--- src/include/thor_cfg.svh ---
// Thor integer core configuration
// Widths and counts for data words, the register file, instruction fields
// and immediates

`ifndef THOR_CFG_SVH
`define THOR_CFG_SVH

// Data path
`define THOR_VALUE_W 64

// Register file size and register-number width
`define THOR_NREGS 64
`define THOR_REG_AW 6

// Instruction word
`define THOR_INSN_W 32

// Signed immediate field of the register-immediate format
`define THOR_IMM_W 13

// Shift amount taken from the low bits of the second operand
`define THOR_SHAMT_W 6

`endif

--- src/logic/thor_pkg.sv ---
// Thor integer core types
// Data, register-number and instruction types, opcode and function
// encodings, and the decoded-instruction struct passed between stages

`include "thor_cfg.svh"

package thor_pkg;

	typedef logic [`THOR_VALUE_W-1:0] thor_value_t;
	typedef logic [`THOR_REG_AW-1:0] thor_regno_t;
	typedef logic [`THOR_INSN_W-1:0] thor_insn_t;

	// ========================================================================
	// Primary opcodes, instruction bits 6..0
	// ========================================================================
	typedef enum logic [6:0] {
		OP_R2    = 7'h02,
		OP_ADDI  = 7'h04,
		OP_SUBFI = 7'h05,
		OP_ANDI  = 7'h08,
		OP_ORI   = 7'h09,
		OP_XORI  = 7'h0A,
		OP_CMPI  = 7'h0B,
		OP_CMPUI = 7'h0C,
		OP_SLTI  = 7'h0D,
		OP_SLTUI = 7'h0E,
		OP_SEQI  = 7'h0F
	} thor_op_e;

	// ========================================================================
	// R2 functions, instruction bits 31..25
	// ========================================================================
	typedef enum logic [6:0] {
		F_ADD  = 7'h04,
		F_SUB  = 7'h05,
		F_AND  = 7'h08,
		F_OR   = 7'h09,
		F_XOR  = 7'h0A,
		F_CMP  = 7'h0B,
		F_CMPU = 7'h0C,
		F_SLL  = 7'h10,
		F_SRL  = 7'h11,
		F_SRA  = 7'h12
	} thor_func_e;

	// Decoded instruction, carried from decode into execute
	typedef struct packed {
		thor_op_e    op;
		thor_func_e  func;
		thor_regno_t ra;
		thor_regno_t rb;
		thor_regno_t rt;
		// Sign extended to the full data width
		thor_value_t imm;
		logic        use_imm;
		logic        rfwr;
	} thor_deco_t;

endpackage

--- src/logic/thor_decoder.sv ---
// Thor instruction decoder
// Splits a 32-bit instruction word into register numbers, opcode, function
// and a sign-extended immediate, and flags register writes

`include "thor_cfg.svh"

module thor_decoder
	import thor_pkg::*;
(
	input  thor_insn_t insn_i,
	output thor_deco_t deco_o
);

	thor_op_e                op;
	thor_func_e              func;
	logic [`THOR_IMM_W-1:0]  imm_f;
	thor_regno_t             rt;
	logic                    known;

	// Fixed field positions
	assign op    = thor_op_e'(insn_i[6:0]);
	assign func  = thor_func_e'(insn_i[31:25]);
	assign imm_f = insn_i[31:19];
	assign rt    = insn_i[12:7];

	// Only known opcode and function pairs may write a register
	always_comb begin
		known = 1'b0;
		case (op)
			OP_R2: begin
				case (func)
					F_ADD, F_SUB, F_AND, F_OR, F_XOR,
					F_SLL, F_SRL, F_SRA, F_CMP, F_CMPU:
						known = 1'b1;
					default:
						known = 1'b0;
				endcase
			end
			OP_ADDI, OP_SUBFI, OP_ANDI, OP_ORI, OP_XORI,
			OP_CMPI, OP_CMPUI, OP_SLTI, OP_SLTUI, OP_SEQI:
				known = 1'b1;
			default:
				known = 1'b0;
		endcase
	end

	always_comb begin
		deco_o.op   = op;
		deco_o.func = func;
		deco_o.rt   = rt;
		deco_o.ra   = insn_i[18:13];
		// Rb overlaps the low immediate bits, harmless for immediate forms
		deco_o.rb   = insn_i[24:19];
		deco_o.imm  = {{(`THOR_VALUE_W-`THOR_IMM_W){imm_f[`THOR_IMM_W-1]}}, imm_f};

		// Every known opcode other than R2 takes the immediate
		deco_o.use_imm = known && (op != OP_R2);

		// Register 0 is never written
		deco_o.rfwr = known && (rt != '0);
	end

endmodule

--- config.mk ---
export PLATFORM = sky130hd
export DESIGN_NAME = thor_decoder
export DESIGN_NICKNAME = d
export VERILOG_FILES = /design/src/logic/thor_pkg.sv /design/src/logic/thor_decoder.sv
export VERILOG_INCLUDE_DIRS = /design/src /design/src/include
export SDC_FILE = /design/constraint.sdc
export NUM_CORES = 1
export LEC_CHECK = 0
export BUFFER_PORTS_ARGS = -buffer_cell sky130_fd_sc_hd__buf_4
export CAP_MARGIN = 20
export CELL_PAD_IN_SITES_DETAIL_PLACEMENT = 1
export CELL_PAD_IN_SITES_GLOBAL_PLACEMENT = 2
export CORE_UTILIZATION = 12
export DETAILED_ROUTE_END_ITERATION = 10
export PLACE_DENSITY_LB_ADDON = 0.12
export RECOVER_POWER = 25
export SYNTH_ARGS = -nofsm -noshare
export SYNTH_HDL_FRONTEND = slang
export SYNTH_SLANG_ARGS = --single-unit
--- constraint.sdc ---
create_clock -name vclk -period 2.92
set_input_delay 0.876 -clock vclk [all_inputs]
set_output_delay 0.876 -clock vclk [all_outputs]
set_load 0.01 [all_outputs]
# ---- Yosys cells after proc, flatten, opt, wreduce, memory -nomap -nowiden
# Memories as Yosys holds them, arrays and structs flattened.
# Index checks and enable logic that the tools add are counted.
dict set report totals {
  ff_bits 0
  word_cells 20
  inputBits 32
  output_inout_bits 98
  romBits 32
  mem_count 1
}
dict set report classes {
  reduce_logical 5
  n_eq_ne 12
  n_mux 2
}
# memory words word_bits rd rd_clocked_by_memory_dff write_ports line_no
set memory_table {}
lappend memory_table {{(name not given)} 32 1 1 0 0 thor_decoder.sv:31} ;# case (func)
# operator count
set op_table {}
lappend op_table {{$eq A7 B4 Y1 const B} 8}
lappend op_table {{$eq A7 B3 Y1 const B} 2}
lappend op_table {{$reduce_or A10 Y1} 1}
lappend op_table {{$eq A7 B2 Y1 const B} 1}
lappend op_table {{$ne A7 B2 Y1 const B} 1}
lappend op_table {{$reduce_bool A6 Y1} 1}
lappend op_table {{$logic_and A1 B1 Y1} 2}
lappend op_table {{$logic_not A2 Y1} 1}
lappend op_table {{$pmux W1 S2} 1}
lappend op_table {{$mux W1} 1}

# ---- Depth between registers and ports, before layout
dict set report depth {
  depth_word 4
  ltp_mapped 4
  depth_no_buf 4
}

# ---- Worst setup path after synthesis
# OpenSTA, ideal clock, no wires.
dict set report synth_timing {
  path_kind {input port to output port}
  start {input port insn_i[2]}
  end {output port deco_o[0] (netlist name)}
  n_path_buf 0
  t_required_ns 2.044
  path_stages 4
  arrival_ns 2.042
  path_slack_ns 0.002
  cell_sequence {or4_4 -> a2111oi_4 -> o21ai_1 -> a21oi_1}
}
# element line_no
set synth_rtl {}
lappend synth_rtl {{start, declared} thor_decoder.sv:10} ;# input thor_insn_t insn_i,
lappend synth_rtl {{end, declared} thor_decoder.sv:11} ;# output thor_deco_t deco_o

==> flow_summary.ini <==
[clocking]
hold_buffers = 0
post_cts_buffers = 0

[final_layout]
clkbuf_count = 0
area.growth.synth_to_final_pct = 21.6
nFillCells = 803
multiInputGateArea_um2 = 105
post-route-util_pct = 15.5
finalNetCount = 155
nFlopsAndLatches = 0
n_antenna_cell = 0
drive_gt1_share_pct = 86.8
seq_area_um2 = 0

[synth]
yosysMostFrequentCell = buf_4
syn-num-nets = 141
synth_area_um2 = 830
yosysWarningCount = 0
ys_types = 12
yosys.area.top_type = buf_4
synth_area_leaders = buf_4 (87%), a2111oi_4 (3.3%), a21oi_1 (1.8%), mux2_2 (1.4%), or4_4 (1.4%)
synth_top_area_share_pct = 86.9
postSynthAreaPerCell_um2 = 7.61
synthTopCellsByCount = buf_4 (96), a21oi_1 (3)
ys_seq_area_share_pct = 0
netlist_instances = 109

[floorplan]
core_um2 = 6490
start_util_pct = 12.8
ioPinCount = 130
die_w_um = 85.1
rows = 29
dieArea_um2 = 7250
die_h_um = 85.1

[status]
failed_checks = negative setup slack
outcome = finished, violations left

[worst_setup_path]
cp_slowest_cell = or4_4
path_buf_inv = 2
crit_fanout = 2
required_ns = 2.04
path_delay_family = simple AND/OR/NAND/NOR gates
end_kind = output pin
worst-setup-path-type = primary input to output pin
critical-path-max-stage-delay_ns = 0.54
worst_ep_arrival_time_ns = 2.10
path_cells = buf_6 > or4_4 > a2111oi_4 > o21ai_1 > a21oi_1 > buf_4
crit_path_start_kind = primary input

[placement]
gp_congestion = 0.645
numPortBuffers = 100

[routing]
final_antenna_net_count = 0
drtPass1Iterations = 2
post-route-drc-count = 0
via_count = 608
post_drt_wl_per_cell_um = 9.02
wirelength_um = 1790
vias_per_cell = 3.07
drtIter0Drc = 3

[sta]
final_hold_viol_count = 0
fin_crit_sh_pct = 102
worst_pin_slew_ns = 0.396
period_minus_slack_ns = 2.98
layout_setup_ws_ns = -0.0589
slew_headroom_pct = 73.6
whs_ns = 1.75
max_freq_mhz = 336
finalSetupViolCount = 1
rsz0062_at_grt = yes
slew_viol_final = 0

[power_and_ir_drop]
p_sw_uw = 74.0
irDropWorstVdd_uv = 31.3
p_per_area_nw_per_um2 = 165
p_leak_uw = 0.000530
p_int_uw = 92.3
swShare_pct = 44.5
clkPwrFrac_pct = 0
pwr-share-seq_pct = 0
combPwrFrac_pct = 100.0

[flow_run]
maxCapViolations = 0

[grt]
grt_pass1_vias = 510
grt_usage_pct = 3.98
grt_max_degree = 48
grt_pass1_wl_um = 2440
antenna_found_initial = 0
grt_overflow = 0

[hold_path]
hp-class = primary input to output pin
whs_path_depth = 0
min_to = deco_o[79]
min_from = insn_i[14]
final cells by class:
type,count,share of cell area (%)
inverters,1,0.372
multi-input cells,12,10.4
well taps,77,9.55
repair buffers,108,79.7
layout by cell type (no fill, tap or decap):
| cell | instances |
|---|---|
| buf_4 | 98 |
| buf_6 | 4 |
| or4_1 | 1 |
| or4_4 | 1 |
| o21ai_1 | 1 |
| nor2b_1 | 1 |
| a21oi_1 | 3 |
| a211o_1 | 1 |
| inv_1 | 1 |
| nor3_1 | 1 |
| clkbuf_1 | 6 |
| a2111oi_4 | 1 |
| o31ai_1 | 1 |
| mux2_2 | 1 |
cells by family (layout without fill, tap and decap cells):
logic type	count (synthesis)	count (layout)	synth area share, %
AO/OA/AOI/OAI	7	7	7.69
AND/OR/NAND/NOR	4	4	3.62
buffers and inverters	97	109	87.3
multiplexers	1	1	1.36
routing by layer:
metal | vias up | global-route usage, % | routed length, um
met1 | 262 | 4.25 | 593
met2 | 74 | 8.36 | 907
li1 | 272 | - | -
met5 | - | 0 | 0
met4 | 0 | 0 | 0
met3 | 0 | 0.778 | 285
power by group through the flow:
stage	clock (uW)	combinational (uW)	sequential, uW
floorplan	0	143	0
global placement	0	173	0
detailed placement	0	171	0
CTS	0	173	0
global route	0	178	0
finish	0	166	0
through the flow:
stage	worst slack (ns)	instance area [um^2]	power [uW]	std cells	TNS, ns
2_1_floorplan	0.00166	830	143	109	0
3_3_place_gp	-0.242	1020	173	198	-0.242
3_5_place_dp	-0.218	1020	171	198	-0.218
4_1_cts	-0.136	1030	173	198	-0.136
5_1_grt	-0.142	1010	178	198	-0.142
6_report	-0.0589	1010	166	198	-0.0589
how the worst max path moves through the flow:
stage / start / to / slack, ns / cells past startpoint
2_1_floorplan: insn_i[2] / deco_o[0] / 0.002 / 4
4_1_cts: insn_i[30] / deco_o[0] / -0.14 / 6
6_report: insn_i[2] / deco_o[0] / -0.06 / 6
5_1_grt: insn_i[2] / deco_o[0] / -0.14 / 6
3_3_place_gp: insn_i[2] / deco_o[0] / -0.24 / 6
3_5_place_dp: insn_i[2] / deco_o[0] / -0.22 / 6
repair_timing:
| action | CTS | global route |
|---|---|---|
| resized for setup | 3 | 1 |
| endpoints found under the setup margin | 1 | 1 |
| pin swaps | 3 | 3 |
| cloned | 0 | 0 |
No activity file was read; power rests on OpenSTA's default activity.
